`config.mk`:
```
export PLATFORM = sky130hd
export DESIGN_NAME = l2_cache
export DESIGN_NICKNAME = d
export VERILOG_FILES = /design/src/verilog/cache_pkg.sv /design/src/verilog/tag_data_array.sv /design/src/verilog/request_stage.sv /design/src/verilog/miss_queue.sv /design/src/verilog/refill_fsm.sv /design/src/verilog/l2_cache.sv
export VERILOG_INCLUDE_DIRS = /design/src /design/src/verilog
export SDC_FILE = /design/constraint.sdc
export NUM_CORES = 2
export LEC_CHECK = 0
export BUFFER_PORTS_ARGS = -buffer_cell sky130_fd_sc_hd__buf_2
export CORE_ASPECT_RATIO = 0.7
export CORE_MARGIN = 4
export CORE_UTILIZATION = 35
export DETAILED_ROUTE_END_ITERATION = 6
export GPL_TIMING_DRIVEN = 0
export SLEW_MARGIN = 10
export SYNTH_ARGS = -nofsm -noshare
export SYNTH_HDL_FRONTEND = slang
export SYNTH_SLANG_ARGS = --single-unit
```
`constraint.sdc`:
```
create_clock -name clk -period 6.65 [get_ports clk]
set_input_delay 0.665 -clock clk [delete_from_list [all_inputs] [get_ports clk]]
set_output_delay 0.665 -clock clk [all_outputs]
set_load 0.1 [all_outputs]
```
`src/verilog/cache_settings.svh`:
```
`ifndef CACHE_SETTINGS_SVH
`define CACHE_SETTINGS_SVH

`define L2_ADDR_BITS	16	// word address
`define L2_DATA_BITS	32	// one word per line
`define L2_INDEX_BITS	4	// 16 sets
`define L2_WAY_BITS	1	// two ways
`define L2_ID_BITS	3	// core request id
`define L2_MSHR_BITS	2	// four miss entries

// sizes that follow from the ones above
`define L2_TAG_BITS	(`L2_ADDR_BITS - `L2_INDEX_BITS)
`define L2_SETS	(1 << `L2_INDEX_BITS)
`define L2_WAYS	(1 << `L2_WAY_BITS)
`define L2_MSHR_DEPTH	(1 << `L2_MSHR_BITS)

`endif

```
`src/verilog/cache_pkg.sv`:
```
`include "cache_settings.svh"

package cache_pkg;

	typedef logic [`L2_ADDR_BITS-1:0] addr_t;
	typedef logic [`L2_DATA_BITS-1:0] data_t;
	typedef logic [`L2_INDEX_BITS-1:0] index_t;
	typedef logic [`L2_TAG_BITS-1:0] tag_t;
	typedef logic [`L2_WAY_BITS-1:0] way_t;
	typedef logic [`L2_ID_BITS-1:0] id_t;

	typedef struct packed {
		addr_t addr;
		data_t data;
		logic we;
		id_t id;
	} core_req_t;

	typedef struct packed {
		data_t data;
		id_t id;
	} core_rsp_t;

	typedef struct packed {
		addr_t addr;
		data_t data;
		logic we;
		id_t id;
		way_t way;	// victim way picked at push
	} miss_entry_t;

	typedef struct packed {
		index_t index;
		way_t way;
		tag_t tag;
		data_t data;
		logic dirty;
	} fill_t;

	typedef struct packed {
		tag_t tag;
		logic valid;
		logic dirty;
	} victim_t;

	typedef struct packed {
		logic cyc;
		logic stb;
		logic we;
		addr_t adr;
		data_t dat;
	} wb_m2s_t;

	typedef struct packed {
		logic ack;
		data_t dat;
	} wb_s2m_t;

	typedef enum logic [1:0] {
		st_idle,
		st_evict,
		st_fetch,
		st_fill
	} refill_state_e;

endpackage

```
`src/verilog/tag_data_array.sv`:
```
`timescale 1ns/100ps
`include "cache_settings.svh"

module tag_data_array (
	input logic clk,
	input logic reset,

	input cache_pkg::index_t lookup_index_i,
	input cache_pkg::tag_t lookup_tag_i,
	output logic hit_o,
	output cache_pkg::way_t hit_way_o,
	output cache_pkg::data_t hit_data_o,
	output logic hit_dirty_o,

	input logic write_valid_i,	// write hit from the core side
	input cache_pkg::way_t write_way_i,
	input cache_pkg::data_t write_data_i,

	input cache_pkg::index_t victim_index_i,
	input cache_pkg::way_t victim_way_i,
	output cache_pkg::victim_t victim_o,
	output cache_pkg::data_t victim_data_o,

	input logic fill_valid_i,
	input cache_pkg::fill_t fill_i
);

	cache_pkg::tag_t tag_mem [`L2_WAYS][`L2_SETS];
	cache_pkg::data_t data_mem [`L2_WAYS][`L2_SETS];
	logic [`L2_SETS-1:0] valid_q [`L2_WAYS];
	logic [`L2_SETS-1:0] dirty_q [`L2_WAYS];

	// compare the tag in every way of the set
	always_comb begin
		hit_o = 1'b0;
		hit_way_o = '0;
		for (int w = 0; w < `L2_WAYS; w++) begin
			if (valid_q[w][lookup_index_i] && (tag_mem[w][lookup_index_i] == lookup_tag_i)) begin
				hit_o = 1'b1;
				hit_way_o = cache_pkg::way_t'(w);
			end
		end
	end

	assign hit_data_o = data_mem[hit_way_o][lookup_index_i];
	assign hit_dirty_o = dirty_q[hit_way_o][lookup_index_i];	// only meaningful on a hit

	// second read port for the refill side
	assign victim_o = '{
		tag: tag_mem[victim_way_i][victim_index_i],
		valid: valid_q[victim_way_i][victim_index_i],
		dirty: dirty_q[victim_way_i][victim_index_i]
	};
	assign victim_data_o = data_mem[victim_way_i][victim_index_i];

	always_ff @(posedge clk or negedge reset) begin
		if (!reset) begin
			for (int w = 0; w < `L2_WAYS; w++) begin
				valid_q[w] <= '0;
				dirty_q[w] <= '0;
			end
		end else if (fill_valid_i) begin
			valid_q[fill_i.way][fill_i.index] <= 1'b1;
			dirty_q[fill_i.way][fill_i.index] <= fill_i.dirty;
		end else if (write_valid_i) begin
			dirty_q[write_way_i][lookup_index_i] <= 1'b1;	// line now differs from memory
		end
	end

	always_ff @(posedge clk) begin
		if (fill_valid_i) begin
			tag_mem[fill_i.way][fill_i.index] <= fill_i.tag;
			data_mem[fill_i.way][fill_i.index] <= fill_i.data;
		end else if (write_valid_i) begin
			data_mem[write_way_i][lookup_index_i] <= write_data_i;
		end
	end

endmodule

```
`src/verilog/request_stage.sv`:
```
`timescale 1ns/100ps

module request_stage (
	input logic clk,
	input logic reset,

	input logic req_valid_i,
	input cache_pkg::core_req_t req_i,
	output logic stall_o,
	output logic rsp_valid_o,
	output cache_pkg::core_rsp_t rsp_o,

	input logic hit_i,
	input cache_pkg::data_t hit_data_i,
	output logic write_valid_o,

	output logic miss_push_o,
	output cache_pkg::miss_entry_t miss_o,
	input logic mq_full_i,
	input logic mq_conflict_i,

	input logic fill_valid_i,
	input cache_pkg::data_t fill_data_i,
	input cache_pkg::id_t fill_id_i,
	input logic fill_we_i
);

	logic accept;
	logic read_hit;
	logic fill_read;
	cache_pkg::way_t rr_way;

	// array port is taken by the refill on a fill cycle
	assign stall_o = mq_full_i | fill_valid_i | (req_valid_i & mq_conflict_i);
	assign accept = req_valid_i & ~stall_o;

	assign read_hit = accept & hit_i & ~req_i.we;
	assign fill_read = fill_valid_i & ~fill_we_i;
	assign write_valid_o = accept & hit_i & req_i.we;
	assign miss_push_o = accept & ~hit_i;

	assign miss_o = '{
		addr: req_i.addr,
		data: req_i.data,
		we: req_i.we,
		id: req_i.id,
		way: rr_way
	};

	// round robin victim pointer
	always_ff @(posedge clk or negedge reset) begin
		if (!reset) begin
			rr_way <= '0;
		end else if (miss_push_o) begin
			rr_way <= rr_way + 1'b1;
		end
	end

	always_ff @(posedge clk or negedge reset) begin
		if (!reset) begin
			rsp_valid_o <= 1'b0;
		end else begin
			rsp_valid_o <= read_hit | fill_read;
		end
	end

	// hit and fill never meet, the fill cycle stalls the core
	always_ff @(posedge clk) begin
		if (fill_read) begin
			rsp_o <= '{data: fill_data_i, id: fill_id_i};
		end else if (read_hit) begin
			rsp_o <= '{data: hit_data_i, id: req_i.id};
		end
	end

endmodule

```
`src/verilog/miss_queue.sv`:
```
`timescale 1ns/100ps
`include "cache_settings.svh"

module miss_queue (
	input logic clk,
	input logic reset,

	input logic push_i,
	input cache_pkg::miss_entry_t entry_i,

	input cache_pkg::index_t check_index_i,
	output logic full_o,
	output logic conflict_o,

	output logic head_valid_o,
	output cache_pkg::miss_entry_t head_o,
	input logic retire_i	// pops the head
);

	cache_pkg::miss_entry_t entry_q [`L2_MSHR_DEPTH];
	logic [`L2_MSHR_DEPTH-1:0] valid_q;
	logic [`L2_MSHR_BITS-1:0] head_q;
	logic [`L2_MSHR_BITS-1:0] tail_q;

	// slot under tail still busy means every slot is busy
	assign full_o = valid_q[tail_q];
	assign head_valid_o = valid_q[head_q];
	assign head_o = entry_q[head_q];

	// one pending miss per set at a time
	always_comb begin
		conflict_o = 1'b0;
		for (int i = 0; i < `L2_MSHR_DEPTH; i++) begin
			if (valid_q[i] && (entry_q[i].addr[`L2_INDEX_BITS-1:0] == check_index_i)) begin
				conflict_o = 1'b1;
			end
		end
	end

	always_ff @(posedge clk or negedge reset) begin
		if (!reset) begin
			valid_q <= '0;
			head_q <= '0;
			tail_q <= '0;
		end else begin
			if (push_i) begin
				valid_q[tail_q] <= 1'b1;
				tail_q <= tail_q + 1'b1;
			end
			if (retire_i) begin
				valid_q[head_q] <= 1'b0;	// never the tail slot
				head_q <= head_q + 1'b1;
			end
		end
	end

	always_ff @(posedge clk) begin
		if (push_i) begin
			entry_q[tail_q] <= entry_i;
		end
	end

endmodule

```
`src/verilog/refill_fsm.sv`:
```
`timescale 1ns/100ps
`include "cache_settings.svh"

module refill_fsm (
	input logic clk,
	input logic reset,

	input logic head_valid_i,
	input cache_pkg::miss_entry_t head_i,
	output logic retire_o,

	output cache_pkg::index_t victim_index_o,
	output cache_pkg::way_t victim_way_o,
	input cache_pkg::victim_t victim_i,
	input cache_pkg::data_t victim_data_i,

	output logic fill_valid_o,
	output cache_pkg::fill_t fill_o,
	output logic fill_we_o,
	output cache_pkg::id_t fill_id_o,
	output cache_pkg::data_t fill_data_o,

	output cache_pkg::wb_m2s_t wb_o,
	input cache_pkg::wb_s2m_t wb_i
);

	cache_pkg::refill_state_e state_q;
	logic cyc_q;
	logic we_q;
	cache_pkg::addr_t adr_q;
	cache_pkg::data_t dat_q;
	cache_pkg::data_t fetch_q;	// word returned by the fetch
	cache_pkg::index_t head_index;
	cache_pkg::tag_t head_tag;
	logic victim_dirty;
	logic done;

	assign head_index = head_i.addr[`L2_INDEX_BITS-1:0];
	assign head_tag = head_i.addr[`L2_ADDR_BITS-1:`L2_INDEX_BITS];

	// the set stays untouched while its miss is pending
	assign victim_index_o = head_index;
	assign victim_way_o = head_i.way;
	assign victim_dirty = victim_i.valid & victim_i.dirty;

	assign done = cyc_q & wb_i.ack;
	assign wb_o = '{cyc: cyc_q, stb: cyc_q, we: we_q, adr: adr_q, dat: dat_q};

	always_ff @(posedge clk or negedge reset) begin
		if (!reset) begin
			state_q <= cache_pkg::st_idle;
			cyc_q <= 1'b0;
		end else begin
			case (state_q)
				cache_pkg::st_idle: begin
					if (head_valid_i) begin
						state_q <= victim_dirty ? cache_pkg::st_evict : cache_pkg::st_fetch;
					end
				end
				cache_pkg::st_evict: begin
					if (!cyc_q) begin
						cyc_q <= 1'b1;
					end else if (wb_i.ack) begin
						cyc_q <= 1'b0;	// bus idles a cycle before the fetch
						state_q <= cache_pkg::st_fetch;
					end
				end
				cache_pkg::st_fetch: begin
					if (!cyc_q) begin
						cyc_q <= 1'b1;
					end else if (wb_i.ack) begin
						cyc_q <= 1'b0;
						state_q <= cache_pkg::st_fill;
					end
				end
				default: begin
					state_q <= cache_pkg::st_idle;	// fill lasts one cycle
				end
			endcase
		end
	end

	always_ff @(posedge clk) begin
		if (state_q == cache_pkg::st_evict && !cyc_q) begin
			we_q <= 1'b1;
			adr_q <= {victim_i.tag, head_index};	// old line address
			dat_q <= victim_data_i;
		end else if (state_q == cache_pkg::st_fetch && !cyc_q) begin
			we_q <= 1'b0;
			adr_q <= head_i.addr;
		end
		if (state_q == cache_pkg::st_fetch && done) begin
			fetch_q <= wb_i.dat;
		end
	end

	assign fill_valid_o = (state_q == cache_pkg::st_fill);
	assign retire_o = fill_valid_o;
	assign fill_we_o = head_i.we;
	assign fill_id_o = head_i.id;
	assign fill_data_o = head_i.we ? head_i.data : fetch_q;	// write data replaces whole line

	assign fill_o = '{
		index: head_index,
		way: head_i.way,
		tag: head_tag,
		data: fill_data_o,
		dirty: head_i.we
	};

endmodule

```
`src/verilog/l2_cache.sv`:
```
`timescale 1ns/100ps
`include "cache_settings.svh"

module l2_cache (
	input logic clk,
	input logic reset,

	input logic req_valid_i,
	input cache_pkg::core_req_t req_i,
	output logic stall_o,
	output logic rsp_valid_o,
	output cache_pkg::core_rsp_t rsp_o,

	output cache_pkg::wb_m2s_t wb_o,
	input cache_pkg::wb_s2m_t wb_i
);

	logic hit;
	cache_pkg::way_t hit_way;
	cache_pkg::data_t hit_data;
	logic write_valid;

	logic miss_push;
	cache_pkg::miss_entry_t miss_entry;
	logic mq_full;
	logic mq_conflict;
	logic head_valid;
	cache_pkg::miss_entry_t head_entry;
	logic retire;

	cache_pkg::index_t victim_index;
	cache_pkg::way_t victim_way;
	cache_pkg::victim_t victim;
	cache_pkg::data_t victim_data;

	logic fill_valid;
	cache_pkg::fill_t fill;
	logic fill_we;
	cache_pkg::id_t fill_id;
	cache_pkg::data_t fill_data;

	tag_data_array array_i (
		.clk(clk),
		.reset(reset),
		.lookup_index_i(req_i.addr[`L2_INDEX_BITS-1:0]),
		.lookup_tag_i(req_i.addr[`L2_ADDR_BITS-1:`L2_INDEX_BITS]),
		.hit_o(hit),
		.hit_way_o(hit_way),
		.hit_data_o(hit_data),
		.hit_dirty_o(),
		.write_valid_i(write_valid),
		.write_way_i(hit_way),	// write hits go to the matching way
		.write_data_i(req_i.data),
		.victim_index_i(victim_index),
		.victim_way_i(victim_way),
		.victim_o(victim),
		.victim_data_o(victim_data),
		.fill_valid_i(fill_valid),
		.fill_i(fill)
	);

	request_stage req_stage_i (
		.clk(clk),
		.reset(reset),
		.req_valid_i(req_valid_i),
		.req_i(req_i),
		.stall_o(stall_o),
		.rsp_valid_o(rsp_valid_o),
		.rsp_o(rsp_o),
		.hit_i(hit),
		.hit_data_i(hit_data),
		.write_valid_o(write_valid),
		.miss_push_o(miss_push),
		.miss_o(miss_entry),
		.mq_full_i(mq_full),
		.mq_conflict_i(mq_conflict),
		.fill_valid_i(fill_valid),
		.fill_data_i(fill_data),
		.fill_id_i(fill_id),
		.fill_we_i(fill_we)
	);

	miss_queue mq_i (
		.clk(clk),
		.reset(reset),
		.push_i(miss_push),
		.entry_i(miss_entry),
		.check_index_i(req_i.addr[`L2_INDEX_BITS-1:0]),
		.full_o(mq_full),
		.conflict_o(mq_conflict),
		.head_valid_o(head_valid),
		.head_o(head_entry),
		.retire_i(retire)
	);

	refill_fsm refill_i (
		.clk(clk),
		.reset(reset),
		.head_valid_i(head_valid),
		.head_i(head_entry),
		.retire_o(retire),
		.victim_index_o(victim_index),
		.victim_way_o(victim_way),
		.victim_i(victim),
		.victim_data_i(victim_data),
		.fill_valid_o(fill_valid),
		.fill_o(fill),
		.fill_we_o(fill_we),
		.fill_id_o(fill_id),
		.fill_data_o(fill_data),
		.wb_o(wb_o),
		.wb_i(wb_i)
	);

endmodule

```
* Word-level counts from Yosys, hierarchy flattened
Memory sizes are Yosys's and may differ from the RTL's.
Index checks and enable logic that the tools add are counted.
** Cells by class
- Add/sub/neg operators :: 3
- Multiplexer cells :: 88
- Bitwise gates (word level) :: 25
- Reduce and logical (&&, ||, !) cells :: 25
- Eq/ne operators :: 14
- $lt $le $gt $ge :: 16
** Operators with widths (number)
- 512-bit two-way mux :: 4
- 512-bit OR reduction :: 1
- 32-bit two-way mux :: 9
- 32-bit binary-select mux with 4-bit select :: 2
- 32-bit demux with 4-bit select :: 2
- 192-bit two-way mux :: 1
- 16-bit two-way mux :: 10
- 12-bit binary-select mux with 4-bit select :: 3
- 12-bit two-way mux :: 7
- 35-bit two-way mux :: 2
- 32-bit bitwise OR :: 2
- 12-bit demux with 4-bit select :: 1
- 32-bit bitwise mux :: 1
- 16-bit demux with 1-bit select :: 2
- 1-bit two-way mux :: 25
- 12-bit equality test :: 2
- 1-bit logical AND :: 17
- 1-bit binary-select mux with 4-bit select :: 4
- 4-bit equality test :: 4
- 2-bit two-way mux :: 6
- 5-bit greater-or-equal comparator (second input constant) :: 2
- 4-bit by 5-bit less-than comparator with 1-bit output (second input constant) :: 2
- 5-bit by 1-bit less-than comparator with 1-bit output (second input constant) :: 2
- 4-bit NOT with 5-bit output :: 2
- other kinds (28) :: 58
** Storage, ports and cells
- Output and inout port bits :: 88
- Memory bits (writable) :: 1620
- Memories :: 3
- Register bits after elaboration :: 193
** Memory list
- array_i.data_mem :: words 2, bits a word 512, read ports 2, clocked after Yosys merged registers in 0, wr ports 1, line tag_data_array.sv:29 : cache_pkg::data_t data_mem [`L2_WAYS][`L2_SETS];
- array_i.tag_mem :: words 2, bits a word 192, read ports 3, clocked after Yosys merged registers in 0, wr ports 1, line tag_data_array.sv:28 : cache_pkg::tag_t tag_mem [`L2_WAYS][`L2_SETS];
- mq_i.entry_q :: words 4, bits a word 53, read ports 5, clocked after Yosys merged registers in 0, wr ports 1, line miss_queue.sv:20 : cache_pkg::miss_entry_t entry_q [`L2_MSHR_DEPTH];

* Logic depth before layout (Yosys ltp)
- Depth after elaboration :: 17
- Gate-level depth with buffers :: 17
- Depth with buffers taken out :: 12

* Modules after synthesis
A second synthesis with hierarchy kept.
** Unflattened totals
- Cells, all modules :: 3916
- Area total of the unflattened synthesis :: 83317.4 sq um
** By module, submodules not included
- tag_data_array :: times used 1, cells each 3218, area an instance 69155.1 sq um, sequential area each 43882.1 sq um
- miss_queue :: times used 1, cells each 340, area an instance 8303.0 sq um, sequential area each 6566.3 sq um
- refill_fsm :: times used 1, cells each 221, area an instance 3724.8 sq um, sequential area each 2497.4 sq um
- request_stage :: times used 1, cells each 137, area an instance 2134.5 sq um, sequential area each 1101.1 sq um

* Worst setup path after synthesis
OpenSTA, ideal clock, no wires.
- Path type :: in2reg
- Start :: input port req_i[36] (netlist name)
- End :: memory array_i.data_mem[1][480] (netlist name) (enable)
- Cell stages on the path :: 13
- Setup slack :: 0.436 ns
- Arrival time :: 5.748 ns
- Data required time :: 6.184 ns
- Path buffers :: 4
- Setup time :: 0.466 ns
- Cells stage by stage :: buf_4 > buf_2 > mux4_2 > nor2_1 > nor4_1 > a2111oi_2 > o2111ai_1 > a2111o_1 > buf_2 > nor3_1 > buf_2 > nand2_1 > o21ai_0
** On the way
- Longest elaborated chain between the ends :: 17
- Elaborated cells between the ends (all ways) :: 47
- Classes of those cells :: 2 x order compare; 6 x eq/ne; 24 x mux; 7 x bitwise; 8 x reduce/logical
** Ends and longest elaborated chain
- start: declaration :: line l2_cache.sv:9 : input cache_pkg::core_req_t req_i,
- branches (longest 17 deep; another with 12-bit binary-select mux with 4-bit select)
- end: declaration :: line tag_data_array.sv:29
Several ways; the timed one is not identified. The select of a mux whose other input is x is not followed.

* Final worst setup path
- Start :: input port req_i[39] (netlist name)
- End :: memory array_i.data_mem[1][74] (netlist name) (enable)
The elaborated chain is that of the path after synthesis.

==> metrics <==
status=finished with violations; failing checks=DRC, capacitance limit, slew limit, setup timing; routability cong.=0.969; Leak Pwr=31.6 nW; NetSw=16.9 mW; Ys Warns=0; root buf cell=clkbuf_16; Critical Path Fanout Max=13; Least-Margin Pin Slew=1.55 ns; first-pass GRT wire length=458 mm; Vias=57,105; reg2reg setup slack=0.03 ns; DRC Markers=32; Total Power=43.1 mW; first-pass detailed-route iteration total=7; register bit total from synthesis=1,813; Flop pwr share=36.4%; number of buffers added on ports=175; max_cap viols=3; crit path launch type=input pin; most common flop cell mapped by yosys=edfxtp_1; library cells used by synthesis=63; clock buffer count from CTS=186; Mapped Avg Cell Area=16.8 µm²; WP data arrival=7.41 ns; GRT Util Overall=27.2%; post-route cell area=0.0965 mm²; VDD IR max=0.381 mV; Chip Height=414 µm; Worst Setup End Kind=register; Hold Vio Cnt, Final=0; Synth Cell Area=0.0826 mm²; Iter 0 DRT Violations=10,601; Antenna Nets Post-Route=0; clock sink count=1,813; clock network fraction of total power=24.5%; Clock Latency Late Sink=0.89 ns; initial antenna violation count=24; setup TNS=-12.23 ns; Worst slew margin=-3.33%; final core utilization=41.3%; fraction of layout cells with a size suffix above 1=26.4%; synthesis-to-finish area growth=16.8%; design internal power=26.2 mW; post-DP HPWL=233 mm; core area=0.234 mm²; Initial Util=35.4%; Mapped Nets=5,028; WL/cell=39.2 µm; pwr dens=447 mW/mm²; multi-input logic area=0.0275 mm²; die area=0.244 mm²; Sequential Area=0.0540 mm²; vias per cell=6.53; final setup margin=-0.209 ns; Final Skew=0.0939 ns; Worst Setup Path Type=in -> reg; pre-CTS setup slack=-1.61 ns; I/O pin total=176; fill count=20,653; combinational fraction of design power=39.1%; Post-synth ARST share=4.25%; Critical Path RT=7.20 ns; CTS Buffer Depth=3; number of synthesized flops with an enable pin=1,735; largest net degree at the start of global routing=60; CTS tree=yes; Area after DPL=0.0900 mm²; Final Setup Violations=165; Post-Syn Instances=4,928; RSZ-0062 raised after global routing=no; die width=589 µm; Remaining Overflow, GRT=0; H-tree depth=4; Sw Share=39.3%; sequential share of the synthesized area=65.4%; Tcrit/Tclk final=103%; Slew Viols, Final=11; post-layout min period=6.86 ns; Fmax=0.146 GHz; vias in the first global route=53,640; Reg clk slew, reported paths=0.06 ns; Std-Cell Rows=148; routed wire length=343 mm; fin nets=5,535; Hold WC Path Type=in -> reg
## Yosys cell counts, types with 5 or more instances
library cell  count  area share [%]
buf_6             5           0.068
a21oi_1         343             2.1
nand2b_1        149             1.1
clkbuf_1        257             1.2
a2bb2oi_1        15            0.16
mux2_2            7           0.095
o21bai_1         35            0.32
nand4_1           6           0.045
o22ai_1          27            0.20
mux4_2          638              17
a21o_1            5           0.045
or4_1            32            0.29
nor3_1           13           0.079
ha_1             12            0.18
nor4_1            9           0.068
nor2_1           71            0.32
nand2_1         512             2.3
a221oi_1          5           0.053
or3_1             5           0.038
o21ai_0          75            0.45
mux2i_1         229             2.8
a31o_2            9           0.095
xnor2_1          26            0.28
buf_1            72            0.33
o221ai_1         33            0.35
edfxtp_1       1735              63
o21ai_1           5           0.030
nor2b_1           7           0.053
or2_2            19            0.14
buf_2            41            0.25
a211oi_1          6           0.055
nand3_1          62            0.38
a22oi_1           5           0.045
xor2_1           22            0.23
buf_4            14            0.13
o32a_1           32            0.39
dfrtp_1          77             2.3
and2_1            6           0.045
a31oi_1         104            0.79
and3_1          105            0.80
inv_1            28            0.13
a311oi_1         42            0.45
## cell type report
type | count | area share (%)
diodes | 13 | 0.0337
plain buffers | 389 | 1.80
clock buffers | 226 | 5.05
clock inverters | 109 | 1.16
inverters | 28 | 0.113
multi-input cells | 2699 | 28.5
flip-flops and latches | 1813 | 56.0
well taps | 3150 | 4.09
repair buffers | 318 | 3.20
## repair_timing
| action | in CTS | in global routing |
|---|---|---|
| resized for setup | 7 | 10 |
| hold buffers | 28 | 0 |
| endpoints found under the hold margin | 45 | 0 |
| setup buffers | 1 | 5 |
| endpoints found under the setup margin | 1449 | 418 |
| gates cloned | 0 | 1 |
| pin swaps | 0 | 3 |
## worst max-delay path, stage by stage
cell	delay (ns)
buf_2	0.20
clkbuf_1	0.38
buf_2	0.51
buf_2	0.50
buf_2	0.54
mux2i_1	0.27
xor2_1	0.39
nand4_1	0.29
a2111oi_4	0.77
clkbuf_1	0.61
buf_2	0.50
nand2_1	0.54
o21ai_4	0.86
buf_12	0.27
## metrics by stage
| stage | instances | hold slack (ns) |
|---|---|---|
| global route | 8737 | 0.0134 |
| global placement | 8253 | 0.454 |
| finish | 8745 | 0.0314 |
| detailed placement | 8360 | 0.458 |
| CTS | 8724 | 0.000360 |
| floorplan | 4928 | 0.369 |
## cells in the final DEF, fill, tap and decap left out, drive strengths merged, types with 71 or more instances in the layout
cell type and instances:
a21oi 345, a31oi 104, and3 105, buf 415, clkbuf 487, clkinv 77
dfrtp 77, edfxtp 1735, mux2i 229, mux4 638, nand2 512, nand2b 149
nor2 71, o21ai 80
## cell families after synthesis
| kind of cell | share of synthesized area (%) |
|---|---|
| XOR/XNOR | 0.509 |
| buffers and inverters | 2.07 |
| AO/OA/AOI/OAI | 5.75 |
| adder cells (fa/ha/maj) | 0.182 |
| multiplexers | 20.3 |
| AND/OR/NAND/NOR | 5.78 |
| flip-flops | 65.4 |
## sequential cells by signal (all words and copies together) (netlist names), 4 cells and up
register and count:
refill_i.fetch_q 32, array_i.dirty_q 32, mq_i.entry_q 212, array_i.valid_q 32, array_i.tag_mem 384, refill_i.adr_q 16
array_i.data_mem 1024, mq_i.valid_q 4, refill_i.dat_q 32, req_stage_i.rsp_o 35
## path summary, 6_finish.rpt
| kind | from | end | cells after the start |
|---|---|---|---|
| worst max-delay path | req_i[39] | array_i.data_mem[1][74]$_DFFE_PP_ | 14 |
| worst min-delay path | req_i[7] | mq_i.entry_q[3][8]$_DFFE_PP_ | 1 |
| worst max register to register | mq_i.head_q[0]$_DFFE_PN0P_ | array_i.data_mem[1][180]$_DFFE_PP_ | 11 |
| worst min register to register | refill_i.we_q$_SDFFE_PP1P_ | refill_i.we_q$_SDFFE_PP1P_ | 2 |
| max in group asynchronous | reset | mq_i.valid_q[0]$_DFF_PN0_ | 3 |
| min in group asynchronous | reset | array_i.valid_q[18]$_DFFE_PN0P_ | 2 |
## power by group through the flow
| stage | registers [mW] | logic, mW | clock network, mW |
|---|---|---|---|
| after floorplan | 16.5 | 8.26 | 0 |
| after global placement | 16.1 | 15.3 | 0 |
| after detailed placement | 15.9 | 16.1 | 0 |
| after CTS | 15.7 | 16.1 | 10.5 |
| after global routing | 15.8 | 17.1 | 11.0 |
| final | 15.7 | 16.9 | 10.5 |
## routing by layer
| layer | part of all wire, % | global-route usage (%) | vias up | wire (µm) |
|---|---|---|---|---|
| met4 | 6.1 | 13.4 | 26 | 20900 |
| li1 | - | - | 21068 | - |
| met1 | 36 | 36.4 | 29032 | 124000 |
| met5 | 0.19 | 1.27 | - | 642 |
| met3 | 18 | 14.4 | 1172 | 62900 |
| met2 | 39 | 35.6 | 5807 | 134000 |
Power figures use the tool's default switching activity.
